<file path="src/verification/program.hex">
// one instruction word per line, fetched from address 0 upward
// hex word, then its assembly and byte address
000102b7 // 00 lui   x5, 0x10          io base 0x0001_0000
00000313 // 04 addi  x6, x0, 0         last handled sw
0002a383 // 08 lw    x7, 0(x5)         poll: read switches
fe038ee3 // 0c beq   x7, x0, -4        wait for nonzero
fe638ce3 // 10 beq   x7, x6, -8        wait for a new value
00038313 // 14 addi  x6, x7, 0         remember it
00000513 // 18 addi  x10, x0, 0        sum = 0
00038593 // 1c addi  x11, x7, 0        i = sw
00b50533 // 20 add   x10, x10, x11     loop: sum += i
fff58593 // 24 addi  x11, x11, -1
fe059ce3 // 28 bne   x11, x0, -8
00a2a223 // 2c sw    x10, 4(x5)        led strobe 1
00339613 // 30 slli  x12, x7, 3
0a564613 // 34 xori  x12, x12, 0xa5
00c2a223 // 38 sw    x12, 4(x5)        led strobe 2
04702023 // 3c sw    x7, 64(x0)        save sw to ram
018000ef // 40 jal   x1, +24           call clobber at 0x58
04002383 // 44 lw    x7, 64(x0)        reload sw
00100693 // 48 addi  x13, x0, 1
40d38733 // 4c sub   x14, x7, x13
00e2a223 // 50 sw    x14, 4(x5)        led strobe 3
fb5ff06f // 54 jal   x0, -76           back to poll
00000393 // 58 addi  x7, x0, 0         subroutine wipes x7
00008067 // 5c jalr  x0, 0(x1)         return

</file>
<file path="src/common/rv_pkg.sv">
package rv_pkg;

    //////////////////////////////////////////////////
    // widths and vector types
    //////////////////////////////////////////////////

    localparam int XLEN = 32;

    typedef logic [XLEN-1:0] word_t;     // data and byte address
    typedef logic [31:0]     instr_t;    // raw instruction word
    typedef logic [4:0]      reg_addr_t; // x0..x31
    typedef logic [7:0]      sw_t;       // board switches

    //////////////////////////////////////////////////
    // memory map and boot
    //////////////////////////////////////////////////

    localparam int    IMEM_DEPTH  = 256;           // words
    localparam int    DMEM_DEPTH  = 256;           // words
    localparam word_t IO_SW_ADDR  = 32'h0001_0000; // read only
    localparam word_t IO_LED_ADDR = 32'h0001_0004; // write, reads back
    localparam word_t RESET_PC    = 32'h0000_0000;
    localparam string IMEM_FILE   = "/design/src/verification/program.hex";

    // major opcodes, instr[6:0]; anything else runs as a no-op
    typedef enum logic [6:0] {
        OPC_LUI    = 7'b0110111,
        OPC_AUIPC  = 7'b0010111,
        OPC_JAL    = 7'b1101111,
        OPC_JALR   = 7'b1100111,
        OPC_BRANCH = 7'b1100011,
        OPC_LOAD   = 7'b0000011,
        OPC_STORE  = 7'b0100011,
        OPC_OP_IMM = 7'b0010011,
        OPC_OP     = 7'b0110011
    } opcode_e;

    // low half is {funct7[5], funct3} of the arithmetic group,
    // comparisons fill the free codes and only drive the flag
    typedef enum logic [3:0] {
        ALU_ADD  = 4'b0000,
        ALU_SLL  = 4'b0001,
        ALU_SLT  = 4'b0010,
        ALU_SLTU = 4'b0011,
        ALU_XOR  = 4'b0100,
        ALU_SRL  = 4'b0101,
        ALU_OR   = 4'b0110,
        ALU_AND  = 4'b0111,
        ALU_SUB  = 4'b1000,
        ALU_EQ   = 4'b1001,
        ALU_NE   = 4'b1010,
        ALU_LT   = 4'b1011,
        ALU_GE   = 4'b1100,
        ALU_SRA  = 4'b1101,
        ALU_LTU  = 4'b1110,
        ALU_GEU  = 4'b1111
    } alu_op_e;

    typedef enum logic [1:0] {
        OP_A_RS1  = 2'd0,
        OP_A_PC   = 2'd1,
        OP_A_ZERO = 2'd2 // lui
    } op_a_sel_e;

    typedef enum logic [1:0] {
        OP_B_RS2  = 2'd0,
        OP_B_IMM  = 2'd1,
        OP_B_FOUR = 2'd2 // link address pc + 4
    } op_b_sel_e;

endpackage
</file>
<file path="src/hw/core/rv_regfile.sv">
`timescale 1ns/1ps

module rv_regfile import rv_pkg::*; (
    input  logic      CLK,
    input  logic      RESET,
    input  reg_addr_t rs1_addr_i,
    input  reg_addr_t rs2_addr_i,
    input  reg_addr_t rd_addr_i,
    input  word_t     rd_data_i,
    input  logic      we_i,
    output word_t     rs1_data_o,
    output word_t     rs2_data_o
);

    word_t regs [32];

    // async reads, x0 never gets written so it reads as zero
    assign rs1_data_o = regs[rs1_addr_i];
    assign rs2_data_o = regs[rs2_addr_i];

    always_ff @(posedge CLK) begin
        if (RESET) begin
            for (int i = 0; i < 32; i++) begin
                regs[i] <= '0;
            end
        end else if (we_i && (rd_addr_i != '0)) begin
            regs[rd_addr_i] <= rd_data_i;
        end
    end

endmodule

</file>
<file path="config.mk">
export PLATFORM = sky130hd
export DESIGN_NAME = rv_regfile
export DESIGN_NICKNAME = d
export VERILOG_FILES = /design/src/common/rv_pkg.sv /design/src/hw/core/rv_regfile.sv
export SDC_FILE = /design/constraint.sdc
export NUM_CORES = 2
export LEC_CHECK = 0
export BUFFER_PORTS_ARGS = -buffer_cell sky130_fd_sc_hd__buf_4
export CORE_ASPECT_RATIO = 1.5
export CORE_MARGIN = 1.5
export CORE_UTILIZATION = 60
export DETAILED_ROUTE_END_ITERATION = 12
export PLACE_DENSITY = 0.8
export SYNTH_ARGS = -nofsm -noshare
export SYNTH_HDL_FRONTEND = slang
export SYNTH_SLANG_ARGS = --single-unit
export TNS_END_PERCENT = 5
</file>
<file path="constraint.sdc">
create_clock -name CLK -period 2.8 [get_ports CLK]
set_clock_uncertainty 0.05 [all_clocks]
set_input_delay 0.7 -clock CLK [delete_from_list [all_inputs] [get_ports CLK]]
set_output_delay 0.7 -clock CLK [all_outputs]
set_load 0.005 [all_outputs]
</file>
==> results.toml <==
[finish]
regMostFlops = "regs"
final_core_util_pct = 73.1
drive_gt1_share_pct = 19.8
layout_common_cells = "edfxtp_1 (1024), mux2i_1 (1003), and2_1 (992), buf_4 (384), nand2_1 (194)"
layout_commonest_cell = "edfxtp_1"
fillCellCount = 5856
multi_input_area_sq_mm = 0.0242
syn2layout_area_growth_pct = 20.4
regArea_sq_mm = 0.0307
fin_nets = 4959
top_regs = "regs x1024"
largest_register_ffs = 1024

[grt]
grt_pass1_vias = 43200
grtUsageTotal_pct = 41.0
grt_overflow = 0
grt_pass1_wl_um = 280000
antenna_found_initial = 20
grt_max_degree = 48

[timing]
hold_viol_final = 0
rsz0062_at_grt = "true"
worst_slew_pin_slew_ns = 0.741
timing.fmax_mhz = 329
period_share_pct = 109
layout_min_cycle_time_ns = 3.04
relSlewSlack_pct = 50.6
setup_viol = 64
maxSlewViolCount = 0
fin_ws_ns = -0.239

[cts]
clockBufferDepth = 3
cts_tree = "built"
htree_levels = 3
cts_sinks = 1024
postCtsHoldBufs = 0
cts-buffers-inserted = 95
clkTransAtPathRegs_ns = 0.06
cts_root_buffer = "clkbuf_16"

[route]
route.vias.total = 43300
wirelength_um = 199000
post_drt_wl_per_cell_um = 31.8
drtPass1Iterations = 8
via_per_inst = 6.93
dr.first_iter.drc_count = 5922
drt.antenna.violating_nets = 0
drc = 0

[run]
max-cap-violations = 0

[synthesis]
ys_ff_latch = 1024
synth-simple-area-share_pct = 15.7
synth_edf_count = 1024
synthXorXnorAreaFrac_pct = 0
synth_adder_area_share_pct = 0
async_flop_share_pct = 0
postSynthAreaPerCell_sq_um = 12.1
synth.area.top_cells = "edfxtp_1 (55%), mux2i_1 (18%), and2_1 (11%)"
synth_top_area_share_pct = 55.0
ys_warn_count = 0
netlist.top_cell.by_area = "edfxtp_1"
ys.flop_type = "edfxtp_1"
synth_compound_area_share_pct = 7.02
yosysUniqueCellTypes = 29
synth_top_family_by_area = "multiplexers"
netlist_instances = 4605
synth_area_sq_mm = 0.0559
synth_mux_area_share_pct = 18.3
yosysSeqAreaShare_pct = 55.0

[power_and_ir_drop]
pwr-share-comb_pct = 14.5
pwr-share-clk_pct = 37.2
p_per_area_mw_per_mm2 = 560
p_sw_share_pct = 25.4
seqPwrFrac_pct = 48.3
p_leak_nw = 26.9
p_sw_mw = 9.59
ir_drop_mv = 0.546
p_total_mw = 37.7
power.internal_mw = 28.1

[critical_path]
crit_required_ns = 2.05
cp_max_fo = 9
worstSetupPathType = "input port to output pin"
arrival_ns = 2.29
start_kind = "input port"
endpoint_kind = "output pin"

[die]
core_sq_mm = 0.0921
die-width_um = 252
die_y_um = 377
io_pins = 114
start_util_pct = 60.7
rows = 136
dieArea_sq_mm = 0.0950

[outcome]
failed_checks = "negative setup slack"
outcome = "finished with violations"

[place]
gp_congestion = 0.931
place.port_buffers = 113
hpwl_um = 117000

[worst_hold_path]
worstHoldPathType = "input port to register"
-- Yosys cell counts (9+ instances only) --
master,count
buf_2,113
buf_6,12
a22o_1,128
a31oi_1,64
edfxtp_1,1024
a22oi_1,192
mux2i_1,1024
nor3_1,64
clkbuf_2,9
nand3_1,193
a21oi_1,192
buf_4,63
buf_1,24
nor2_1,21
or2_2,33
nand2_1,196
clkbuf_1,218
and2_1,994
-- layout make-up --
| type | instances | share of cell area, % |
|---|---|---|
| flip-flops and latches | 1024 | 45.7 |
| well taps | 1242 | 2.31 |
| clock buffers | 115 | 3.74 |
| diodes | 16 | 0.0595 |
| clock inverters | 62 | 1.18 |
| repair buffers | 622 | 11.1 |
| multi-input cells | 3166 | 35.9 |
-- final timing paths --
check	start	endpoint	slack [ns]	cells past startpoint
worst min-delay path	rd_data_i[6]	regs[31][6]	0.43	2
worst max-delay path	rs1_addr_i[1]	rs1_data_o[13]	-0.24	9
-- through the flow --
| stage | hold WS (ns) | setup slack, ns | std cells | cell area, sq um | setup TNS (ns) |
|---|---|---|---|---|---|
| detailed placement | 1.15 | -0.394 | 5977 | 61400 | -17.90 |
| global placement | 1.14 | -0.377 | 5977 | 61400 | -17.00 |
| global route | 0.454 | -0.235 | 6233 | 67300 | -11.09 |
| CTS | 0.415 | -0.187 | 6217 | 66700 | -7.43 |
| floorplan | 0.848 | 0.186 | 4636 | 56000 | 0 |
| finish | 0.434 | -0.239 | 6247 | 67300 | -10.02 |
-- worst max-delay path, stage by stage --
cell,delay (ns)
buf_16,0.13
buf_16,0.18
buf_16,0.16
mux2i_1,0.24
a22o_1,0.20
nor3_1,0.07
a31oi_1,0.24
nand3_1,0.18
buf_4,0.17
-- logic make-up after synthesis --
logic type      count (synthesis)
flops                        1024
mux                          1024
compound gates                576
buf+inv                       446
other cells                     1
simple gates                 1534
-- repair_timing --
action,CTS,global route
pin swaps,78,50
gates resized for setup,230,72
cloned,16,4
setup buffers,51,11
endpoints found under the setup margin,64,64
-- layer usage --
layer,vias up,track usage (%),part of all wire [%]
li1,17500,-,-
met1,20900,47.8,32
met2,3718,64.3,46
met3,1170,11.4,13
met4,12,31.6,8.7
met5,-,0,0.068
-- power groups by stage --
stage	registers, mW	logic [mW]	clock network (mW)
floorplan	18.3	2.64	0
global placement	18.4	4.68	0
detailed placement	18.5	4.77	0
CTS	18.2	5.19	14.0
global route	18.3	5.63	14.5
finish	18.2	5.49	14.0
(Power assumes the default switching activity.)
