==> config.mk <==
export PLATFORM = sky130hd
export DESIGN_NAME = rv_decode
export DESIGN_NICKNAME = d
export VERILOG_FILES = /design/src/common/rv_pkg.sv /design/src/hw/core/rv_decode.sv
export SDC_FILE = /design/constraint.sdc
export NUM_CORES = 1
export LEC_CHECK = 0
export BUFFER_PORTS_ARGS = -buffer_cell sky130_fd_sc_hd__clkbuf_2
export CAP_MARGIN = 10
export CORE_MARGIN = 3
export CORE_UTILIZATION = 35
export DETAILED_ROUTE_END_ITERATION = 6
export PLACE_DENSITY = 0.84
export SYNTH_ARGS = -nofsm -noshare
export SYNTH_HDL_FRONTEND = slang
export SYNTH_SLANG_ARGS = --single-unit
==> constraint.sdc <==
create_clock -name vclk -period 2
set_clock_uncertainty 0.05 [all_clocks]
set_input_delay 0.4 -clock vclk [all_inputs]
set_output_delay 0.4 -clock vclk [all_outputs]
set_load 0.01 [all_outputs]
==> src/verification/program.hex <==
// one instruction word per line, fetched from address 0 upward
// hex word, then its assembly and byte address
000102b7 // 00 lui   x5, 0x10          io base 0x0001_0000
00000313 // 04 addi  x6, x0, 0         last handled sw
0002a383 // 08 lw    x7, 0(x5)         poll: read switches
fe038ee3 // 0c beq   x7, x0, -4        wait for nonzero
fe638ce3 // 10 beq   x7, x6, -8        wait for a new value
00038313 // 14 addi  x6, x7, 0         remember it
00000513 // 18 addi  x10, x0, 0        sum = 0
00038593 // 1c addi  x11, x7, 0        i = sw
00b50533 // 20 add   x10, x10, x11     loop: sum += i
fff58593 // 24 addi  x11, x11, -1
fe059ce3 // 28 bne   x11, x0, -8
00a2a223 // 2c sw    x10, 4(x5)        led strobe 1
00339613 // 30 slli  x12, x7, 3
0a564613 // 34 xori  x12, x12, 0xa5
00c2a223 // 38 sw    x12, 4(x5)        led strobe 2
04702023 // 3c sw    x7, 64(x0)        save sw to ram
018000ef // 40 jal   x1, +24           call clobber at 0x58
04002383 // 44 lw    x7, 64(x0)        reload sw
00100693 // 48 addi  x13, x0, 1
40d38733 // 4c sub   x14, x7, x13
00e2a223 // 50 sw    x14, 4(x5)        led strobe 3
fb5ff06f // 54 jal   x0, -76           back to poll
00000393 // 58 addi  x7, x0, 0         subroutine wipes x7
00008067 // 5c jalr  x0, 0(x1)         return

==> src/common/rv_pkg.sv <==
package rv_pkg;

    //////////////////////////////////////////////////
    // widths and vector types
    //////////////////////////////////////////////////

    localparam int XLEN = 32;

    typedef logic [XLEN-1:0] word_t;     // data and byte address
    typedef logic [31:0]     instr_t;    // raw instruction word
    typedef logic [4:0]      reg_addr_t; // x0..x31
    typedef logic [7:0]      sw_t;       // board switches

    //////////////////////////////////////////////////
    // memory map and boot
    //////////////////////////////////////////////////

    localparam int    IMEM_DEPTH  = 256;           // words
    localparam int    DMEM_DEPTH  = 256;           // words
    localparam word_t IO_SW_ADDR  = 32'h0001_0000; // read only
    localparam word_t IO_LED_ADDR = 32'h0001_0004; // write, reads back
    localparam word_t RESET_PC    = 32'h0000_0000;
    localparam string IMEM_FILE   = "/design/src/verification/program.hex";

    // major opcodes, instr[6:0]; anything else runs as a no-op
    typedef enum logic [6:0] {
        OPC_LUI    = 7'b0110111,
        OPC_AUIPC  = 7'b0010111,
        OPC_JAL    = 7'b1101111,
        OPC_JALR   = 7'b1100111,
        OPC_BRANCH = 7'b1100011,
        OPC_LOAD   = 7'b0000011,
        OPC_STORE  = 7'b0100011,
        OPC_OP_IMM = 7'b0010011,
        OPC_OP     = 7'b0110011
    } opcode_e;

    // low half is {funct7[5], funct3} of the arithmetic group,
    // comparisons fill the free codes and only drive the flag
    typedef enum logic [3:0] {
        ALU_ADD  = 4'b0000,
        ALU_SLL  = 4'b0001,
        ALU_SLT  = 4'b0010,
        ALU_SLTU = 4'b0011,
        ALU_XOR  = 4'b0100,
        ALU_SRL  = 4'b0101,
        ALU_OR   = 4'b0110,
        ALU_AND  = 4'b0111,
        ALU_SUB  = 4'b1000,
        ALU_EQ   = 4'b1001,
        ALU_NE   = 4'b1010,
        ALU_LT   = 4'b1011,
        ALU_GE   = 4'b1100,
        ALU_SRA  = 4'b1101,
        ALU_LTU  = 4'b1110,
        ALU_GEU  = 4'b1111
    } alu_op_e;

    typedef enum logic [1:0] {
        OP_A_RS1  = 2'd0,
        OP_A_PC   = 2'd1,
        OP_A_ZERO = 2'd2 // lui
    } op_a_sel_e;

    typedef enum logic [1:0] {
        OP_B_RS2  = 2'd0,
        OP_B_IMM  = 2'd1,
        OP_B_FOUR = 2'd2 // link address pc + 4
    } op_b_sel_e;

endpackage
==> src/hw/core/rv_decode.sv <==
`timescale 1ns/1ps

module rv_decode import rv_pkg::*; (
    input  instr_t    instr_i,
    output reg_addr_t rs1_addr_o,
    output reg_addr_t rs2_addr_o,
    output reg_addr_t rd_addr_o,
    output word_t     imm_o,
    output op_a_sel_e op_a_sel_o,
    output op_b_sel_e op_b_sel_o,
    output alu_op_e   alu_op_o,
    output logic      rf_we_o,
    output logic      mem_re_o,
    output logic      mem_we_o,
    output logic      branch_o,
    output logic      jal_o,
    output logic      jalr_o
);

    opcode_e    opcode;
    logic [2:0] funct3;
    logic       funct7_b5;  // sub / sra select
    word_t      imm_i_type;
    word_t      imm_s_type;
    word_t      imm_b_type;
    word_t      imm_u_type;
    word_t      imm_j_type;

    assign opcode    = opcode_e'(instr_i[6:0]);
    assign funct3    = instr_i[14:12];
    assign funct7_b5 = instr_i[30];

    assign rs1_addr_o = instr_i[19:15];
    assign rs2_addr_o = instr_i[24:20];
    assign rd_addr_o  = instr_i[11:7];

    //////////////////////////////////////////////////
    // immediates, all sign extended from bit 31
    //////////////////////////////////////////////////

    assign imm_i_type = {{21{instr_i[31]}}, instr_i[30:20]};
    assign imm_s_type = {{21{instr_i[31]}}, instr_i[30:25], instr_i[11:7]};
    assign imm_b_type = {{20{instr_i[31]}}, instr_i[7], instr_i[30:25],
                         instr_i[11:8], 1'b0};
    assign imm_u_type = {instr_i[31:12], 12'b0};
    assign imm_j_type = {{12{instr_i[31]}}, instr_i[19:12], instr_i[20],
                         instr_i[30:21], 1'b0};

    //////////////////////////////////////////////////
    // main decoder
    //////////////////////////////////////////////////

    always_comb begin
        // no-op unless an opcode below claims the instruction
        imm_o      = imm_i_type;
        op_a_sel_o = OP_A_RS1;
        op_b_sel_o = OP_B_IMM;
        alu_op_o   = ALU_ADD;
        rf_we_o    = 1'b0;
        mem_re_o   = 1'b0;
        mem_we_o   = 1'b0;
        branch_o   = 1'b0;
        jal_o      = 1'b0;
        jalr_o     = 1'b0;
        case (opcode)
            OPC_LUI: begin
                imm_o      = imm_u_type;
                op_a_sel_o = OP_A_ZERO; // 0 + imm
                rf_we_o    = 1'b1;
            end
            OPC_AUIPC: begin
                imm_o      = imm_u_type;
                op_a_sel_o = OP_A_PC;
                rf_we_o    = 1'b1;
            end
            OPC_JAL: begin
                imm_o      = imm_j_type;   // target offset for fetch
                op_a_sel_o = OP_A_PC;
                op_b_sel_o = OP_B_FOUR;    // link value
                rf_we_o    = 1'b1;
                jal_o      = 1'b1;
            end
            OPC_JALR: begin
                op_a_sel_o = OP_A_PC;      // fetch adds rs1 + imm itself
                op_b_sel_o = OP_B_FOUR;
                rf_we_o    = 1'b1;
                jalr_o     = 1'b1;
            end
            OPC_BRANCH: begin
                imm_o      = imm_b_type;
                op_b_sel_o = OP_B_RS2;
                branch_o   = 1'b1;
                case (funct3)
                    3'b000:  alu_op_o = ALU_EQ;
                    3'b001:  alu_op_o = ALU_NE;
                    3'b100:  alu_op_o = ALU_LT;
                    3'b101:  alu_op_o = ALU_GE;
                    3'b110:  alu_op_o = ALU_LTU;
                    3'b111:  alu_op_o = ALU_GEU;
                    default: branch_o = 1'b0; // reserved funct3, fall through
                endcase
            end
            OPC_LOAD: begin
                rf_we_o  = 1'b1;           // lw only, funct3 not checked
                mem_re_o = 1'b1;
            end
            OPC_STORE: begin
                imm_o    = imm_s_type;
                mem_we_o = 1'b1;
            end
            OPC_OP_IMM: begin
                // funct7 only matters for srai, addi has no subi
                alu_op_o = alu_op_e'({funct7_b5 && (funct3 == 3'b101), funct3});
                rf_we_o  = 1'b1;
            end
            OPC_OP: begin
                op_b_sel_o = OP_B_RS2;
                alu_op_o   = alu_op_e'({funct7_b5 && (funct3 == 3'b000 || funct3 == 3'b101),
                                        funct3});
                rf_we_o    = 1'b1;
            end
            default: ;
        endcase
    end

endmodule

==> impl_metrics.py, run 1 <==
metrics = {
    "global_route": {
        "grt_start_max_net_pins": 12,
        "track_usage_pct": 16.92,
        "antenna_found_initial": 0,
        "grt_pass1_vias": 893,
        "grt-ovfl-total": 0,
        "grt_pass1_wl_um": 3746,
    },
    "synth": {
        "syn_area_sq_um": 787.0,
        "synth_area_leaders": "buf_4 15%, a21o_1 10%, a21o_2 8.9%",
        "ys_seq_area_share_pct": 0,
        "synth_top_area_share_pct": 15.26,
        "postSynthAreaPerCell_sq_um": 7.495,
        "yosys_warnings": 0,
        "synth_top_cell_by_area": "buf_4",
        "synthCells": 105,
        "ys_types": 37,
        "syn_nets": 137,
    },
    "route": {
        "drt_pass1_iterations": 4,
        "wirelength_um": 2738,
        "drt_iter0_drc": 14,
        "ant_nets": 0,
        "wire_per_inst_um": 12.45,
        "viasPerCell": 4.900,
        "drc": 0,
        "dr_total_vias": 1078,
    },
    "setup_path": {
        "end_kind": "output port",
        "crit_fanout": 6,
        "cp.arrival_ns": 1.55,
        "path_class": "input pin to output port",
        "worstPathRequired_ns": 1.55,
        "worstSetupStartpointType": "input pin",
    },
    "die": {
        "dieArea_sq_um": 2854,
        "die-width_um": 53.42,
        "fp.dieH_um": 53.42,
        "initial_utilization_pct": 38.54,
        "io_pins": 93,
        "core-area_sq_um": 2042,
        "std_cell_rows": 16,
    },
    "sta": {
        "layout_setup_ws_ns": -0.0004208,
        "drv_slew": 0,
        "hold_slack_ns": 0.9526,
        "setup_viol": 1,
        "min_period_over_period_pct": 100.0,
        "rsz0062_at_grt": "yes",
        "tightest_slew_ns": 0.4038,
        "hold_viol": 0,
        "relSlewSlack_pct": 73.05,
        "fin_crit_ns": 2.000,
        "max_freq_ghz": 0.4999,
    },
    "power": {
        "p_per_area_nw_per_um2": 181.1,
        "peakVddDrop_v": 0.0001060,
        "p_total_w": 0.0002386,
        "p_leak_nw": 0.8004,
    },
    "layout": {
        "final_util_pct": 64.52,
        "nClkBuffers": 0,
        "fin_area_sq_um": 1318,
        "final_common_cell": "clkbuf_2",
        "seq_area_sq_um": 0,
        "final_cell_mix": "83 x clkbuf_2, 13 x buf_4, 11 x a21o_1",
        "diodes": 0,
        "area_growth_pct": 67.41,
        "fillCellCount": 201,
        "layout-drive-gt1-share_pct": 68.91,
        "seq_cell_count": 0,
        "fin_nets": 227,
    },
    "place": {
        "port_buffers": 93,
        "dp_hpwl_um": 2350,
        "routabilityCongestion": 0.7626,
        "placed_area_sq_um": 1227,
    },
    "min_path": {
        "hold_class": "input pin to output port",
    },
    "run_status": {
        "failed_checks": "negative setup slack",
        "status": "complete, but fails checks",
    },
    "run": {
        "maxCapViolCount": 0,
    },
    "clock_network": {
        "hold_buffers": 0,
    },
}
[synthesized netlist by cell type, types with 2 or more instances]
library cell / n
buf_4: 16
a21o_1: 11
nor2_1: 9
a21o_2: 8
and2_1: 7
nand2_1: 5
o21ai_0: 5
a22o_1: 4
nand3b_1: 4
inv_1: 3
a21oi_1: 2
and3_1: 2
buf_2: 2
nand3_2: 2
nor3_4: 2
or4_1: 2
[power breakdown]
group | internal, W | switching, W | total, W | leakage [nW]
Combinational | 0.000117 | 0.000121 | 0.000239 | 0.800
Sequential | 0 | 0 | 0 | 0
Clock | 0 | 0 | 0 | 0
[worst paths after layout]
kind / start / endpoint / slack, ns / cells past startpoint
max: instr_i[2] / imm_o[11] / -0.0004 / 5
min: instr_i[31] / imm_o[31] / 0.95 / 2
[what timing repair did]
| action | in CTS | in global routing |
|---|---|---|
| gates cloned | 1 | 0 |
| setup endpoints to repair | 12 | 20 |
| hold endpoints to repair | 0 | 0 |
| setup buffers | 0 | 2 |
| gates resized for setup | 3 | 19 |
| pin swaps | 1 | 6 |
[cell families (layout without fill, tap and decap cells)]
| logic type | after synthesis | count (layout) | synth area share (%) |
|---|---|---|---|
| AOI/OAI and AO/OA | 35 | 35 | 34.50 |
| xor gates and xnor gates | 1 | 1 | 1.113 |
| buffers and inverters | 24 | 111 | 21.30 |
| muxes | 1 | 1 | 1.431 |
| and+or+nand+nor | 44 | 45 | 41.65 |
[metrics by stage]
stage	setup TNS, ns	std cells	setup slack (ns)
CTS	-0.001966	218	-0.001966
global route	-0.4915	220	-0.05094
detailed placement	-0.1851	217	-0.02468
global placement	-0.1164	217	-0.01633
floorplan	0	105	0.1536
finish	-0.0004208	220	-0.0004208
[worst max-delay path, stage by stage]
cell and delay (ns):
buf_2 0.13, nand4bb_4 0.26, or4_4 0.51, o311ai_2 0.07, buf_2 0.17
[metal layers]
layer | GRT usage (%) | routed length [um]
met2 | 35.92 | 1369
met4 | 0 | 0
met3 | 0.2817 | 254
met1 | 19.04 | 1114
met5 | 0 | 0
[cell type report]
cell class / count / area, sq um / share of cell area, %
Inverter: 3 / 11.26 / 0.8547
Multi-Input combinational cell: 82 / 661.9 / 50.24
Tap cell: 27 / 33.78 / 2.564
Timing Repair Buffer: 108 / 610.6 / 46.34
(Power assumes the default switching activity.)
==> run 2: changes to the inputs <==
==> constraint.sdc (replaced) <==
create_clock -name vclk -period 2
set_clock_uncertainty 0.05 [all_clocks]
set_input_delay 0.2 -clock vclk [all_inputs]
set_output_delay 0.2 -clock vclk [all_outputs]
set_load 0.01 [all_outputs]
==> impl_metrics.py, run 2 (synthesis results as in run 1) <==
metrics = {
    "sta": {
        "relSlewSlack_pct": 56.28,
        "tightest_slew_ns": 0.6534,
        "min_period_over_period_pct": 87.28,
        "max_freq_ghz": 0.5729,
        "timing.setup.tns_ns": 0,
        "drv_slew": 0,
        "hold_viol": 0,
        "setup_viol": 0,
        "hold_slack_ns": 0.5528,
        "rsz0062_at_grt": "no",
        "fin_crit_ns": 1.746,
    },
    "place": {
        "dpl.cell_count": 206,
        "routabilityCongestion": 0.7779,
        "dp_hpwl_um": 2264,
        "port_buffers": 93,
    },
    "route": {
        "dr_total_vias": 1034,
        "wirelength_um": 2574,
        "drt_iter0_drc": 9,
        "viasPerCell": 5.019,
        "drt_pass1_iterations": 4,
        "drc": 0,
        "ant_nets": 0,
        "wire_per_inst_um": 12.50,
    },
    "min_path": {
        "hold_end": "imm_o[31]",
        "worstHoldStart": "instr_i[31]",
        "min_path_cells": 2,
        "hold_class": "input pin to output port",
    },
    "die": {
        "fp.dieH_um": 53.42,
        "dieArea_sq_um": 2854,
        "std_cell_rows": 16,
        "initial_utilization_pct": 38.54,
        "die-width_um": 53.42,
        "core-area_sq_um": 2042,
        "io_pins": 93,
    },
    "setup_path": {
        "slowest_delay_ns": 0.36,
        "worstPathRequired_ns": 1.75,
        "path_class": "input pin to output port",
        "worstSetupStartpointType": "input pin",
        "cp.arrival_ns": 1.50,
        "crit_top_cell": "clkbuf_2",
        "end_kind": "output port",
        "critPathSlowestCell": "nor3_4",
        "crit_fanout": 11,
        "crit_chain": "clkbuf_2 > nand3b_1 > nor3_4 > nor2_1 > a21o_1 > clkbuf_2",
    },
    "clock_network": {
        "postCtsResizedCells": 0,
        "postCtsSetupBuffers": 0,
        "hold_buffers": 0,
    },
    "power": {
        "p_leak_nw": 0.7102,
        "peakVddDrop_v": 0.00009089,
        "p_per_area_nw_per_um2": 187.2,
    },
    "layout": {
        "final_common_cell": "clkbuf_2",
        "layout-drive-gt1-share_pct": 64.25,
        "nClkBuffers": 0,
        "fin_cells": 206,
        "area_growth_pct": 45.47,
        "diodes": 0,
        "final_cell_mix": "93 x clkbuf_2, 11 x a21o_1, 9 x nor2_1",
        "seq_cell_count": 0,
        "fin_nets": 213,
        "seq_area_sq_um": 0,
    },
    "run_status": {
        "status": "complete, no violations",
    },
    "global_route": {
        "antenna_found_initial": 0,
        "track_usage_pct": 16.63,
        "grt-ovfl-total": 0,
        "grt_pass1_vias": 931,
        "grt_start_max_net_pins": 12,
        "grt_pass1_wl_um": 3753,
    },
    "run": {
        "maxCapViolCount": 0,
    },
}
-- run 2: worst max-delay path: cells and delay by family --
kind	cells	cell delay [ns]
and+or+nand+nor	3	0.79
buffers and inverters	2	0.28
AOI/OAI and AO/OA	1	0.23
-- run 2: metal layers --
layer	GRT usage, %	vias up	wire, um
li1	-	515	-
met1	17.72	455	982
met2	35.71	64	1335
met3	0.8451	0	255
met4	0.8511	0	0
met5	0	-	0
-- run 2: layout make-up --
type | count | area [sq um]
well taps | 27 | 33.78
repair buffers | 95 | 480.5
inverters | 3 | 11.26
fillers | 212 | 897.1
multi-input cells | 81 | 619.3
-- run 2: through the flow --
step,utilization (%),power (W),setup WS [ns],instance area [sq um]
floorplan,-,0.0001297,0.5536,787.0
global placement,56.07,0.0002137,0.3139,1145
detailed placement,56.07,0.0002157,0.2478,1145
CTS,56.07,0.0002164,0.2505,1145
global route,56.07,0.0002355,0.1102,1145
finish,56.07,0.0002143,0.2544,1145
-- run 2: how the worst max path moves through the flow --
stage,startpoint,cells after the start,endpoint
detailed placement,instr_i[2],6,imm_o[28]
floorplan,instr_i[4],5,imm_o[0]
finish,instr_i[2],6,imm_o[28]
CTS,instr_i[2],6,imm_o[28]
global route,instr_i[2],6,imm_o[28]
global placement,instr_i[4],6,alu_op_o[3]
-- run 2: power by group --
| part | switching [W] | leakage [nW] | internal (W) |
|---|---|---|---|
| clock network | 0 | 0 | 0 |
| logic | 0.000114 | 0.710 | 0.000100 |
| registers | 0 | 0 | 0 |
